File: src/soc_map_pkg.sv
// Address map and register indices of the control core.
// The Wishbone address is a byte address; only full 32-bit words are decoded.

package soc_map_pkg;

   //////////////////////////////////////////////////
   // Bus widths
   localparam int WB_AW    = 10;
   localparam int WB_DW    = 32;
   localparam int WB_SW    = 4;
   localparam int WORD_AW  = WB_AW - 2;
   localparam int SET_AW   = 8;
   localparam int RB_IDX_W = 4;

   // Word index where the readback window begins
   localparam int RB_WINDOW = 128;

   //////////////////////////////////////////////////
   // Settings register indices
   localparam int SR_MISC        = 0;
   localparam int SR_CLK_OFS     = 0;
   localparam int SR_SER_OFS     = 1;
   localparam int SR_ADC_OFS     = 2;
   localparam int SR_LED_SW_OFS  = 3;
   localparam int SR_PHY_OFS     = 4;
   localparam int SR_LED_SRC_OFS = 6;

   // LEDs 1 to 4 follow hardware after reset
   localparam logic [7:0] LED_SRC_AT_RESET = 8'h1E;

   localparam int SR_TIME64    = 10;
   localparam int TIME_HI_OFS  = 0;
   localparam int TIME_LO_OFS  = 1;
   localparam int TIME_IMM_OFS = 2;

   //////////////////////////////////////////////////
   // Readback word indices
   localparam int RB_COMPAT    = 0;
   localparam int RB_TIME_HI   = 1;
   localparam int RB_TIME_LO   = 2;
   localparam int RB_HW_STATUS = 3;
   localparam int RB_CTRL      = 4;

   // Major in the upper half, minor in the lower half
   localparam logic [31:0] COMPAT_NUM = {16'd7, 16'd1};

endpackage
File: src/soc_bus_pkg.sv
// Bus and control-line record types shared by every stage of the core.
// Field widths follow the address map package.

package soc_bus_pkg;

   import soc_map_pkg::*;

   //////////////////////////////////////////////////
   // Wishbone classic request from the host
   typedef struct packed {
      logic              cyc;
      logic              stb;
      logic              we;
      logic [WB_AW-1:0]  adr;
      logic [WB_SW-1:0]  sel;
      logic [WB_DW-1:0]  dat;
   } wb_req_t;

   // Response back to the host
   typedef struct packed {
      logic              ack;
      logic [WB_DW-1:0]  dat;
   } wb_rsp_t;

   //////////////////////////////////////////////////
   // Settings bus, stb is a one-cycle pulse
   typedef struct packed {
      logic              stb;
      logic [SET_AW-1:0] addr;
      logic [WB_DW-1:0]  data;
   } set_bus_t;

   // Readback word request
   typedef struct packed {
      logic                stb;
      logic [RB_IDX_W-1:0] idx;
   } rb_req_t;

   //////////////////////////////////////////////////
   // Board control lines
   typedef struct packed {
      logic       clock_ready;
      logic [1:0] clk_en;
      logic [1:0] clk_sel;
      logic       ser_enable;
      logic       ser_prbsen;
      logic       ser_loopen;
      logic       ser_rx_en;
      logic       adc_oe_a;
      logic       adc_on_a;
      logic       adc_oe_b;
      logic       adc_on_b;
      logic       phy_reset_n;
   } ctrl_out_t;

endpackage

File: src/ctrl_core.sv
// Control and status core on dsp_clk: Wishbone slave, settings registers,
// VITA time and readback. One access per two cycles at most.
`timescale 1ns/1ps

module ctrl_core
   import soc_bus_pkg::*;
(
   input  logic       dsp_clk,
   input  logic       rst_n_i,

   // Host bus
   input  wb_req_t    wb_req_i,
   output wb_rsp_t    wb_rsp_o,

   // Hardware status
   input  logic       run_tx_i,
   input  logic       run_rx_i,
   input  logic       clk_status_i,
   input  logic       link_up_i,

   // Board control
   output ctrl_out_t  ctrl_o,
   output logic [7:0] leds_o
);

   logic        wb_ack;
   set_bus_t    set_bus;
   rb_req_t     rb_req;
   ctrl_out_t   ctrl;
   logic [63:0] vita_time;
   logic [31:0] rd_dat;

   //////////////////////////////////////////////////
   // Stage 1, bus slave
   wb_settings_slave i_wb_settings_slave (
      .dsp_clk   (dsp_clk),
      .rst_n_i   (rst_n_i),
      .wb_req_i  (wb_req_i),
      .wb_ack_o  (wb_ack),
      .set_bus_o (set_bus),
      .rb_req_o  (rb_req)
   );

   //////////////////////////////////////////////////
   // Stage 2, registers and time
   misc_ctrl_regs i_misc_ctrl_regs (
      .dsp_clk      (dsp_clk),
      .rst_n_i      (rst_n_i),
      .set_bus_i    (set_bus),
      .run_tx_i     (run_tx_i),
      .run_rx_i     (run_rx_i),
      .clk_status_i (clk_status_i),
      .link_up_i    (link_up_i),
      .ctrl_o       (ctrl),
      .leds_o       (leds_o)
   );

   vita_timer i_vita_timer (
      .dsp_clk   (dsp_clk),
      .rst_n_i   (rst_n_i),
      .set_bus_i (set_bus),
      .time_o    (vita_time)
   );

   //////////////////////////////////////////////////
   // Stage 3, readback
   readback_mux i_readback_mux (
      .dsp_clk      (dsp_clk),
      .rst_n_i      (rst_n_i),
      .rb_req_i     (rb_req),
      .time_i       (vita_time),
      .ctrl_i       (ctrl),
      .clk_status_i (clk_status_i),
      .link_up_i    (link_up_i),
      .rd_dat_o     (rd_dat)
   );

   assign ctrl_o       = ctrl;
   assign wb_rsp_o.ack = wb_ack;
   assign wb_rsp_o.dat = rd_dat;

endmodule

File: src/readback_mux.sv
// Registered readback word select, data is valid only in the ack cycle.
// Reading the high time word freezes the low word for the next read.
`timescale 1ns/1ps

module readback_mux
   import soc_map_pkg::*, soc_bus_pkg::*;
(
   input  logic        dsp_clk,
   input  logic        rst_n_i,
   input  rb_req_t     rb_req_i,
   input  logic [63:0] time_i,
   input  ctrl_out_t   ctrl_i,
   input  logic        clk_status_i,
   input  logic        link_up_i,
   output logic [31:0] rd_dat_o
);

   logic [31:0] word_sel;
   logic [31:0] snap_lo;

   //////////////////////////////////////////////////
   // Word select
   always_comb begin
      case (rb_req_i.idx)
         RB_IDX_W'(RB_COMPAT): begin
            word_sel = COMPAT_NUM;
         end
         RB_IDX_W'(RB_TIME_HI): begin
            word_sel = time_i[63:32];
         end
         RB_IDX_W'(RB_TIME_LO): begin
            word_sel = snap_lo;
         end
         RB_IDX_W'(RB_HW_STATUS): begin
            word_sel = {30'd0, clk_status_i, link_up_i};
         end
         RB_IDX_W'(RB_CTRL): begin
            word_sel = 32'(ctrl_i);
         end
         default: begin
            word_sel = '0;
         end
      endcase
   end

   // Low half captured with the high half, so hi then lo is coherent
   always_ff @(posedge dsp_clk) begin
      if (rb_req_i.stb && (rb_req_i.idx == RB_IDX_W'(RB_TIME_HI))) begin
         snap_lo <= time_i[31:0];
      end
   end

   //////////////////////////////////////////////////
   // Output register, zero outside readback requests
   always_ff @(posedge dsp_clk) begin
      if (!rst_n_i) begin
         rd_dat_o <= '0;
      end else if (rb_req_i.stb) begin
         rd_dat_o <= word_sel;
      end else begin
         rd_dat_o <= '0;
      end
   end

endmodule

File: src/vita_timer.sv
// 64-bit VITA time, counts one per dsp_clk cycle.
// Write high and low words first; the immediate write then loads them both.
`timescale 1ns/1ps

module vita_timer
   import soc_map_pkg::*, soc_bus_pkg::*;
(
   input  logic        dsp_clk,
   input  logic        rst_n_i,
   input  set_bus_t    set_bus_i,
   output logic [63:0] time_o
);

   logic        hit_hi;
   logic        hit_lo;
   logic        hit_imm;
   logic [31:0] pend_hi;
   logic [31:0] pend_lo;
   logic [63:0] time_q;

   //////////////////////////////////////////////////
   // Register decode
   assign hit_hi  = set_bus_i.stb &&
                    (set_bus_i.addr == SET_AW'(SR_TIME64 + TIME_HI_OFS));
   assign hit_lo  = set_bus_i.stb &&
                    (set_bus_i.addr == SET_AW'(SR_TIME64 + TIME_LO_OFS));
   assign hit_imm = set_bus_i.stb &&
                    (set_bus_i.addr == SET_AW'(SR_TIME64 + TIME_IMM_OFS));

   // Pending load value
   always_ff @(posedge dsp_clk) begin
      if (hit_hi) begin
         pend_hi <= set_bus_i.data;
      end
      if (hit_lo) begin
         pend_lo <= set_bus_i.data;
      end
   end

   //////////////////////////////////////////////////
   // Counter
   always_ff @(posedge dsp_clk) begin
      if (!rst_n_i) begin
         time_q <= '0;
      end else if (hit_imm) begin
         time_q <= {pend_hi, pend_lo};
      end else begin
         time_q <= time_q + 64'd1;
      end
   end

   assign time_o = time_q;

endmodule

File: src/misc_ctrl_regs.sv
// Miscellaneous control registers and the LED source mux.
// PHY reset is stored active high and leaves the core active low.
`timescale 1ns/1ps

module misc_ctrl_regs
   import soc_map_pkg::*, soc_bus_pkg::*;
(
   input  logic      dsp_clk,
   input  logic      rst_n_i,
   input  set_bus_t  set_bus_i,
   input  logic      run_tx_i,
   input  logic      run_rx_i,
   input  logic      clk_status_i,
   input  logic      link_up_i,
   output ctrl_out_t ctrl_o,
   output logic [7:0] leds_o
);

   logic [4:0] clk_reg;
   logic [3:0] ser_reg;
   logic [3:0] adc_reg;
   logic [7:0] led_sw;
   logic       phy_reg;
   logic [7:0] led_src;
   logic [7:0] led_hw;

   //////////////////////////////////////////////////
   // Setting registers
   always_ff @(posedge dsp_clk) begin
      if (!rst_n_i) begin
         clk_reg <= '0;
         ser_reg <= '0;
         adc_reg <= '0;
         led_sw  <= '0;
         phy_reg <= 1'b0;
         led_src <= LED_SRC_AT_RESET;
      end else if (set_bus_i.stb) begin
         case (set_bus_i.addr)
            SET_AW'(SR_MISC + SR_CLK_OFS): begin
               clk_reg <= set_bus_i.data[4:0];
            end
            SET_AW'(SR_MISC + SR_SER_OFS): begin
               ser_reg <= set_bus_i.data[3:0];
            end
            SET_AW'(SR_MISC + SR_ADC_OFS): begin
               adc_reg <= set_bus_i.data[3:0];
            end
            SET_AW'(SR_MISC + SR_LED_SW_OFS): begin
               led_sw <= set_bus_i.data[7:0];
            end
            SET_AW'(SR_MISC + SR_PHY_OFS): begin
               phy_reg <= set_bus_i.data[0];
            end
            SET_AW'(SR_MISC + SR_LED_SRC_OFS): begin
               led_src <= set_bus_i.data[7:0];
            end
            default: begin
            end
         endcase
      end
   end

   //////////////////////////////////////////////////
   // Control line mapping
   always_comb begin
      ctrl_o.clock_ready = clk_reg[4];
      ctrl_o.clk_en      = clk_reg[3:2];
      ctrl_o.clk_sel     = clk_reg[1:0];
      ctrl_o.ser_enable  = ser_reg[3];
      ctrl_o.ser_prbsen  = ser_reg[2];
      ctrl_o.ser_loopen  = ser_reg[1];
      ctrl_o.ser_rx_en   = ser_reg[0];
      ctrl_o.adc_oe_a    = adc_reg[3];
      ctrl_o.adc_on_a    = adc_reg[2];
      ctrl_o.adc_oe_b    = adc_reg[1];
      ctrl_o.adc_on_b    = adc_reg[0];
      ctrl_o.phy_reset_n = ~phy_reg;
   end

   //////////////////////////////////////////////////
   // LEDs, source bit 1 selects hardware
   assign led_hw = {3'b000, run_tx_i, run_rx_i, clk_status_i, link_up_i, 1'b0};
   assign leds_o = (led_src & led_hw) | (~led_src & led_sw);

endmodule

File: src/wb_settings_slave.sv
// Wishbone classic slave, every access is acknowledged one cycle after stb.
// Writes with no byte lane selected and accesses outside both windows are acked only.
`timescale 1ns/1ps

module wb_settings_slave
   import soc_map_pkg::*, soc_bus_pkg::*;
(
   input  logic     dsp_clk,
   input  logic     rst_n_i,
   input  wb_req_t  wb_req_i,
   output logic     wb_ack_o,
   output set_bus_t set_bus_o,
   output rb_req_t  rb_req_o
);

   logic               ack_q;
   logic               access;
   logic [WORD_AW-1:0] word_idx;
   logic [WORD_AW-1:0] rb_ofs;
   logic               in_set;
   logic               in_rb;

   logic               set_stb_q;
   logic [SET_AW-1:0]  set_addr_q;
   logic [WB_DW-1:0]   set_data_q;

   //////////////////////////////////////////////////
   // Address decode
   assign access   = wb_req_i.cyc && wb_req_i.stb && !ack_q;
   assign word_idx = wb_req_i.adr[WB_AW-1:2];
   assign rb_ofs   = word_idx - WORD_AW'(RB_WINDOW);
   assign in_set   = (word_idx < RB_WINDOW);
   // Readback window is 2**RB_IDX_W words long
   assign in_rb    = !in_set && (rb_ofs < (2 ** RB_IDX_W));

   //////////////////////////////////////////////////
   // Handshake and settings strobe
   always_ff @(posedge dsp_clk) begin
      if (!rst_n_i) begin
         ack_q     <= 1'b0;
         set_stb_q <= 1'b0;
      end else begin
         ack_q     <= access;
         set_stb_q <= access && wb_req_i.we && in_set && (wb_req_i.sel != '0);
      end
   end

   // Address and data only matter while the strobe is up
   always_ff @(posedge dsp_clk) begin
      if (access) begin
         set_addr_q <= SET_AW'(word_idx);
         set_data_q <= wb_req_i.dat;
      end
   end

   always_comb begin
      set_bus_o.stb  = set_stb_q;
      set_bus_o.addr = set_addr_q;
      set_bus_o.data = set_data_q;
   end

   // Readback stage registers the word on the same edge as ack
   always_comb begin
      rb_req_o.stb = access && !wb_req_i.we && in_rb;
      rb_req_o.idx = rb_ofs[RB_IDX_W-1:0];
   end

   assign wb_ack_o = ack_q;

endmodule

File: config.mk
export PLATFORM = sky130hd
export DESIGN_NAME = ctrl_core
export DESIGN_NICKNAME = d
export VERILOG_FILES = /design/src/soc_map_pkg.sv /design/src/soc_bus_pkg.sv /design/src/ctrl_core.sv /design/src/readback_mux.sv /design/src/vita_timer.sv /design/src/misc_ctrl_regs.sv /design/src/wb_settings_slave.sv
export SDC_FILE = /design/constraint.sdc
export NUM_CORES = 1
export LEC_CHECK = 0
export BUFFER_PORTS_ARGS = -buffer_cell sky130_fd_sc_hd__buf_2
export CORE_MARGIN = 2
export CORE_UTILIZATION = 30
export DETAILED_ROUTE_END_ITERATION = 8
export SYNTH_ARGS = -nofsm -noshare
export SYNTH_HDL_FRONTEND = slang
export SYNTH_SLANG_ARGS = --single-unit
File: constraint.sdc
create_clock -name dsp_clk -period 4.5 [get_ports dsp_clk]
set_input_delay 0.45 -clock dsp_clk [delete_from_list [all_inputs] [get_ports dsp_clk]]
set_output_delay 0.45 -clock dsp_clk [all_outputs]
set_load 0.005 [all_outputs]
# Yosys cells after proc, flatten, opt, wreduce, memory -nomap -nowiden
# Index checks and enable logic that the tools add are counted.
# Widths: inputs -> output; s select.
# totals
in_bits	55
reg_bits	264
elab_cells	63
output_inout_bits	55
# classes
n_mux	2
n_reduce_logical	25
magnitude_cmp	2
eq_ne	12
add_sub_neg	2
bitwise_logic	5
# op_table
cell	count
$pmux 32 s5	1
$add 64x1->64 const B	1
$mux 64	1
$eq 8x4->1 const B	3
$eq 8x2->1 const B	2
$eq 8x3->1 const B	2
$reduce_and 2->1	7
$logic_and 1x1->1	12
$and 8x5->8	1
$and 8x8->8	1
$eq 4x2->1 const B	2
$eq 8x1->1 const B	1
$logic_not 8->1	1
$lt 8x5->1 const B	1
$lt 8x8->1 const B	1
$not 8->8	1
$or 8x8->8	1
$sub 8x8->8 const B	1
$eq 4x1->1 const B	1
$eq 4x3->1 const B	1
$logic_not 4->1	1
$reduce_bool 4->1	1
$logic_not 1->1	3
$not 1->1	1

# Logic depth before layout (Yosys ltp)
# Gate-level depths: netlist of the first run.
# logic_depth
depth_word	5
mapped_depth	8
ltp_nobuf	6

# By module
# A second synthesis of the first run with hierarchy kept.
# hier_totals
cells_unflattened	831
hier_area_um2	10393.7
# by_module_without_submodules
mod	cells_each	n_inst	area_per_inst_um2	seq_area_each_um2
vita_timer	487	1	5435.2	3203.1
readback_mux	161	1	2298.5	1601.5
wb_settings_slave	54	1	1328.8	1241.2
misc_ctrl_regs	128	1	1323.8	600.6
ctrl_core	1	1	7.5	0.0

# Worst setup path after synthesis of the first run
# OpenSTA, ideal clock, no wires.
# synth_timing
path_kind	input -> register
start	input port wb_req_i[48] (netlist name)
end	register i_readback_mux.snap_lo[0], enable pin
setup_ns	0.425
path_buffers	0
setup_slack_ns	0.048
required_time_ns	4.075
path_stages	4
arrival_ns	4.028
cell_sequence	nand2_1 nor2_1 nand4_1 nor2b_1
# synth_via
elab_chain_len	5
# synth_lines
element	line_no	text
start, declared	ctrl_core.sv:12	input wb_req_t wb_req_i,
$logic_and 1x1->1 (2 in series)	wb_settings_slave.sv:29	assign access = wb_req_i.cyc && wb_req_i.stb && !ack_q;
named net i_wb_settings_slave.access	wb_settings_slave.sv:17	logic access;
$logic_and 1x1->1 (2 in series)	wb_settings_slave.sv:64	rb_req_o.stb = access && !wb_req_i.we && in_rb;
$logic_and 1x1->1	readback_mux.sv:48	if (rb_req_i.stb && (rb_req_i.idx == RB_IDX_W'(RB_TIME_HI))) begin
end signal, assigned	readback_mux.sv:49	snap_lo <= time_i[31:0];
end, declared	readback_mux.sv:19	logic [31:0] snap_lo;
# The timed path passes the listed nets, and every way through them passes these cells.
# A chain may end at the register's enable or synchronous reset.

# Worst setup path after layout of the first run
# layout_timing
start	register i_wb_settings_slave.set_addr_q[5]
end	register i_vita_timer.time_q[49] (netlist: i_vita_timer.time_o[49])
# layout_via
elab_chain_len	3
# layout_lines
element	line_no	text
start, declared	wb_settings_slave.sv:24	logic [SET_AW-1:0] set_addr_q;
start signal, assigned	wb_settings_slave.sv:51	set_addr_q <= SET_AW'(word_idx);
$eq 8x4->1	vita_timer.sv:28	(set_bus_i.addr == SET_AW'(SR_TIME64 + TIME_IMM_OFS));
$logic_and 1x1->1	vita_timer.sv:27	assign hit_imm = set_bus_i.stb &&
$mux 64	vita_timer.sv:45	end else if (hit_imm) begin
end signal, assigned	vita_timer.sv:46	time_q <= {pend_hi, pend_lo};
end signal, assigned	vita_timer.sv:48	time_q <= time_q + 64'd1;
end, declared	vita_timer.sv:19	logic [63:0] time_q;
# Every way passes these cells.

==> results.toml, run 1 <==
[synthesis]
synth_simple_gate_area_frac = 0.142
synth_area_per_cell_um2 = 12.1
yosysSeqAreaShare = 0.660
synthCells = 836
netlist_area_um2 = 10100
synth_top_cell_by_area = "edfxtp_1"
synth_enable_flop_cells = 136
yosys_register_bits = 264
synth-async-reset-ratio = 0
yosysWarnings = 0
synth-adder-area-share = 0.00124
synthFlopType = "edfxtp_1"
synth_top_area_frac = 0.405
yosys-top-cells-count = "edfxtp_1, dfxtp_1, nor2_1"
synth.most_common_cell = "edfxtp_1"
synth-xor-area-share = 0.0478
syn_nets = 892
synth.distinct_cells = 47
ys_top_cells_by_area = "edfxtp_1, dfxtp_1, nor2_1"
synthMuxAreaShare = 0.0364
synth_compound_area_frac = 0.0868
synth_top_family_by_area = "simple AND/OR/NAND/NOR gates"

[final_layout]
layout.cells.non_filler = 1409
drive_gt1_frac = 0.194
stdcell_area_um2 = 12000
fin_nets = 997
diodes = 0
syn_to_final_growth_pct = 19.4
utilization = 0.362
largest_register_ffs = 64

[clock_network]
cts-root-buf = "clkbuf_16"
cts_tree = "built"
cts_buffer_depth = 3
clock_sinks = 264
postCtsResizedCells = 0
cts_setup_buffers = 0
ctsHoldBuffers = 0
cts_buffers = 27
cts_max_level = 1
clk_latency_ns = 0.53
path_clk_slew_ns = 0.06

[setup_path]
cp-start-kind = "flop"
crit_arrival_ns = 3.47
path_cells = "or4_4, or3_4, or3_2, buf_4, and4_1, nor3_1"
cp-end-kind = "flop"
critPathRequiredTime_ns = 4.95
cpMaxStageDelayCell = "or3_2"
worst-path-buf-inv = 1
cpPeakStageDelay_ns = 0.82
crit_fanout = 54
critPathTopFamily = "simple AND/OR/NAND/NOR gates"
crit_type = "reg2reg"

[place]
gp_congestion = 0.824
hpwl_um = 17100
dp_cells = 1360
place_area_um2 = 11100
post-place-ws_ns = 1.46
portBuffers = 107

[floorplanning]
ioPinCount = 110
fp.dieW_um = 187
die_h_um = 187
core_um2 = 33300
die_area_um2 = 35100
initial_core_util = 0.303
rows = 67

[sta]
finalSetupViolations = 0
rsz0062_at_grt = "no"
fin_tns_setup_ns = 0
drv_slew = 0
layout_min_cycle_time_ns = 3.02
report.final.hold_viol_count = 0
tightest_slew_ns = 0.984
max_clock_freq_mhz = 331
slew_headroom = 0.339
period_share = 0.671
finalWorstSetupSlack_ns = 1.48
fin_skew_ns = 0.00921
timing.hold.ws_ns = 0.0965

[status]
outcome = "finished clean"

[flow_run]
timing.max_cap.violations = 0

[power_and_ir_drop]
comb_power_share = 0.019
power_mw = 4.99
p_int_mw = 4.00
leakage_nw = 4.24
p_per_area_nw_per_um2 = 414
p_sw_mw = 0.990
ir_worst_vdd_mv = 0.268
p_clk_frac = 0.467
netSwitchingFraction = 0.199
seq_power_share = 0.514

[drt]
wl_per_cell_um = 17.5
vias_per_cell = 4.84
route.vias.total = 6826
wirelength_um = 24600
remaining_drc_errors = 0
first_iter_violations = 513
ant_nets = 0
drt_first_pass_iters = 5

[global_routing]
grt_pass1_wl_um = 38700
grt_max_degree = 55
grt_overflow = 0
grt_pass1_vias = 6727
grt_usage = 0.140
antenna_found_initial = 0

[worst_hold_path]
worstHoldPathType = "in2reg"
## cell type report
type,instances,area (µm²)
flip-flops and latches,264,6650
clock buffers,31,711
inverters,15,56.3
fillers,3261,21200
repair buffers,121,641
well taps,448,561
clock inverters,18,223
multi-input cells,512,3200
## cell usage in the layout (no fill, tap or decap), drive strengths merged, types with 5 or more instances in the layout
cell	instances
edfxtp	136
dfxtp	128
buf	121
nor2	105
a21oi	43
o21ai	43
nand3	34
nand4	31
mux2i	31
xor2	31
clkbuf	31
nand2	26
xnor2	24
a211oi	23
nor3	23
inv	16
a22oi	15
nor4	14
a222oi	12
clkinv	11
and3	8
or3	8
and4	6
mux2	5
and2	5
bufinv	5
nor2b	5
or4	5
## power groups by stage
stage               Combinational [mW]  Clock [mW]  Sequential [mW]
floorplan                       0.0479           0             2.61
global placement                0.0985           0             2.61
detailed placement              0.0986           0             2.61
CTS                             0.0987        2.39             2.56
global route                     0.109        2.48             2.56
finish                          0.0965        2.33             2.56
## per-layer routing
layer	share of wire	global-route usage
met5	0	0
met4	0.022	0.0424
met3	0.060	0.0227
met2	0.46	0.222
met1	0.46	0.195
## path summary, 6_finish.rpt
path	from	to	slack [ns]	cells past startpoint
max	i_wb_settings_slave.set_addr_q[5]	i_vita_timer.time_o[49]	1.48	6
min reg2reg	i_wb_settings_slave.set_data_q[25]	i_vita_timer.pend_hi[25]	0.45	0
min	wb_req_i[23]	i_wb_settings_slave.set_data_q[23]	0.1	1
max reg2reg	i_wb_settings_slave.set_addr_q[5]	i_vita_timer.time_o[49]	1.48	6
## kinds of logic (layout without fill, tap and decap cells)
kind of cell,count (synthesis),in the layout
flops,264,264
compound gates,141,141
xor+xnor,55,55
mux,36,36
buf+inv,60,185
simple gates,279,279
fa+ha+maj,1,1
(Power assumes the default switching activity.)
==> run 2: changes to the inputs <==
- clock period: 4.5 -> 3 ns (I/O delays scaled with it)
==> results.toml, run 2 (synthesized netlist as in run 1, its figures left out) <==
[drt]
vias_per_cell = 4.75
route.vias.total = 6908
wirelength_um = 24900
wl_per_cell_um = 17.1
drt_first_pass_iters = 6
ant_nets = 0
remaining_drc_errors = 0
first_iter_violations = 527

[floorplanning]
die_h_um = 187
initial_core_util = 0.303
rows = 67
fp.dieW_um = 187
core_um2 = 33300
ioPinCount = 110
die_area_um2 = 35100

[sta]
layout_min_cycle_time_ns = 2.53
tightest_slew_ns = 0.660
finalSetupViolations = 0
fin_tns_setup_ns = 0
slew_headroom = 0.557
fin_skew_ns = 0.0146
max_clock_freq_mhz = 395
period_share = 0.843
finalWorstSetupSlack_ns = 0.470
rsz0062_at_grt = "no"
drv_slew = 0
report.final.hold_viol_count = 0

[setup_path]
cp-start-kind = "flop"
cp-end-kind = "flop"
r2r_slack_ns = 0.47
crit_fanout = 41
critPathRequiredTime_ns = 3.41
crit_arrival_ns = 2.94
crit_type = "reg2reg"

[final_layout]
utilization = 0.372
most-common-layout-cells = "edfxtp_1, dfxtp_1, buf_2"
largest_register_ffs = 64
fin_nets = 1042
drive_gt1_frac = 0.187
diodes = 0
final_common_cell = "edfxtp_1"
syn_to_final_growth_pct = 22.9

[clock_network]
cts_tree = "built"
ctsHoldBuffers = 36
cts_setup_buffers = 0
clock_sinks = 264
cts_buffers = 27
cts-root-buf = "clkbuf_16"
path_clk_slew_ns = 0.06
cts_buffer_depth = 3
postCtsResizedCells = 0
clk_latency_ns = 0.53
cts_max_level = 1

[global_routing]
antenna_found_initial = 0
grt_overflow = 0
grt_pass1_wl_um = 39300
grt_pass1_vias = 6798
grt_usage = 0.142
grt_max_degree = 52

[worst_hold_path]
worstHoldPathType = "in2reg"

[place]
portBuffers = 107
gp_congestion = 0.826
post-place-ws_ns = 0.504
hpwl_um = 17200

[power_and_ir_drop]
p_per_area_nw_per_um2 = 580
ir_worst_vdd_mv = 0.340
leakage_nw = 4.39

[status]
outcome = "finished clean"

[flow_run]
timing.max_cap.violations = 0
## run 2: where the power goes
| group | internal (mW) | leakage (nW) | switching [mW] |
|---|---|---|---|
| clock | 1.83 | 0.399 | 1.33 |
| combinational | 0.0829 | 1.70 | 0.0985 |
| sequential | 3.81 | 2.29 | 0.0291 |
## run 2: final cells by class
| cell class | instances | area [µm²] |
|---|---|---|
| Inverter | 15 | 56.3 |
| Sequential cell | 264 | 6650 |
| Timing Repair Buffer | 166 | 1090 |
| Multi-Input combinational cell | 512 | 3200 |
| Clock buffer | 36 | 709 |
| Clock inverter | 12 | 113 |
| Tap cell | 448 | 561 |
| Fill cell | 3288 | 20900 |
## run 2: worst paths after layout
path / startpoint / endpoint / depth (start not counted)
max: i_wb_settings_slave.set_addr_q[5] / i_vita_timer.time_o[42] / 6
max reg2reg: i_wb_settings_slave.set_addr_q[5] / i_vita_timer.time_o[42] / 6
min reg2reg: i_wb_settings_slave.set_data_q[24] / i_vita_timer.pend_lo[24] / 0
min: wb_req_i[46] / i_wb_settings_slave.set_stb_q / 2
## run 2: stage by stage
step | hold slack, ns | instance area (µm²) | instances | total power, mW
4_1_cts | 0.0299 | 12400 | 1453 | 7.28
2_1_floorplan | 0.376 | 10100 | 836 | 3.98
5_1_grt | 0.0278 | 12400 | 1453 | 7.45
6_report | 0.0477 | 12400 | 1453 | 7.18
3_5_place_dp | 0.432 | 11200 | 1369 | 4.07
3_3_place_gp | 0.428 | 11200 | 1369 | 4.06
## run 2: critical path, cell delays in order (launching register included)
cell and delay, ns:
edfxtp_1 0.39, or4_4 0.57, or3_4 0.37, or3_4 0.52
buf_12 0.25, o21ai_0 0.23, a21oi_1 0.07
## run 2: metal layers
metal  track usage  wire length [µm]  part of all wire  vias to the layer above
met2         0.221             11200              0.45                      185
met5             0                 0                 0                        -
met4        0.0479               625             0.025                        0
li1              -                 -                 -                     3397
met3        0.0259              1360             0.055                       39
met1         0.200             11700              0.47                     3287
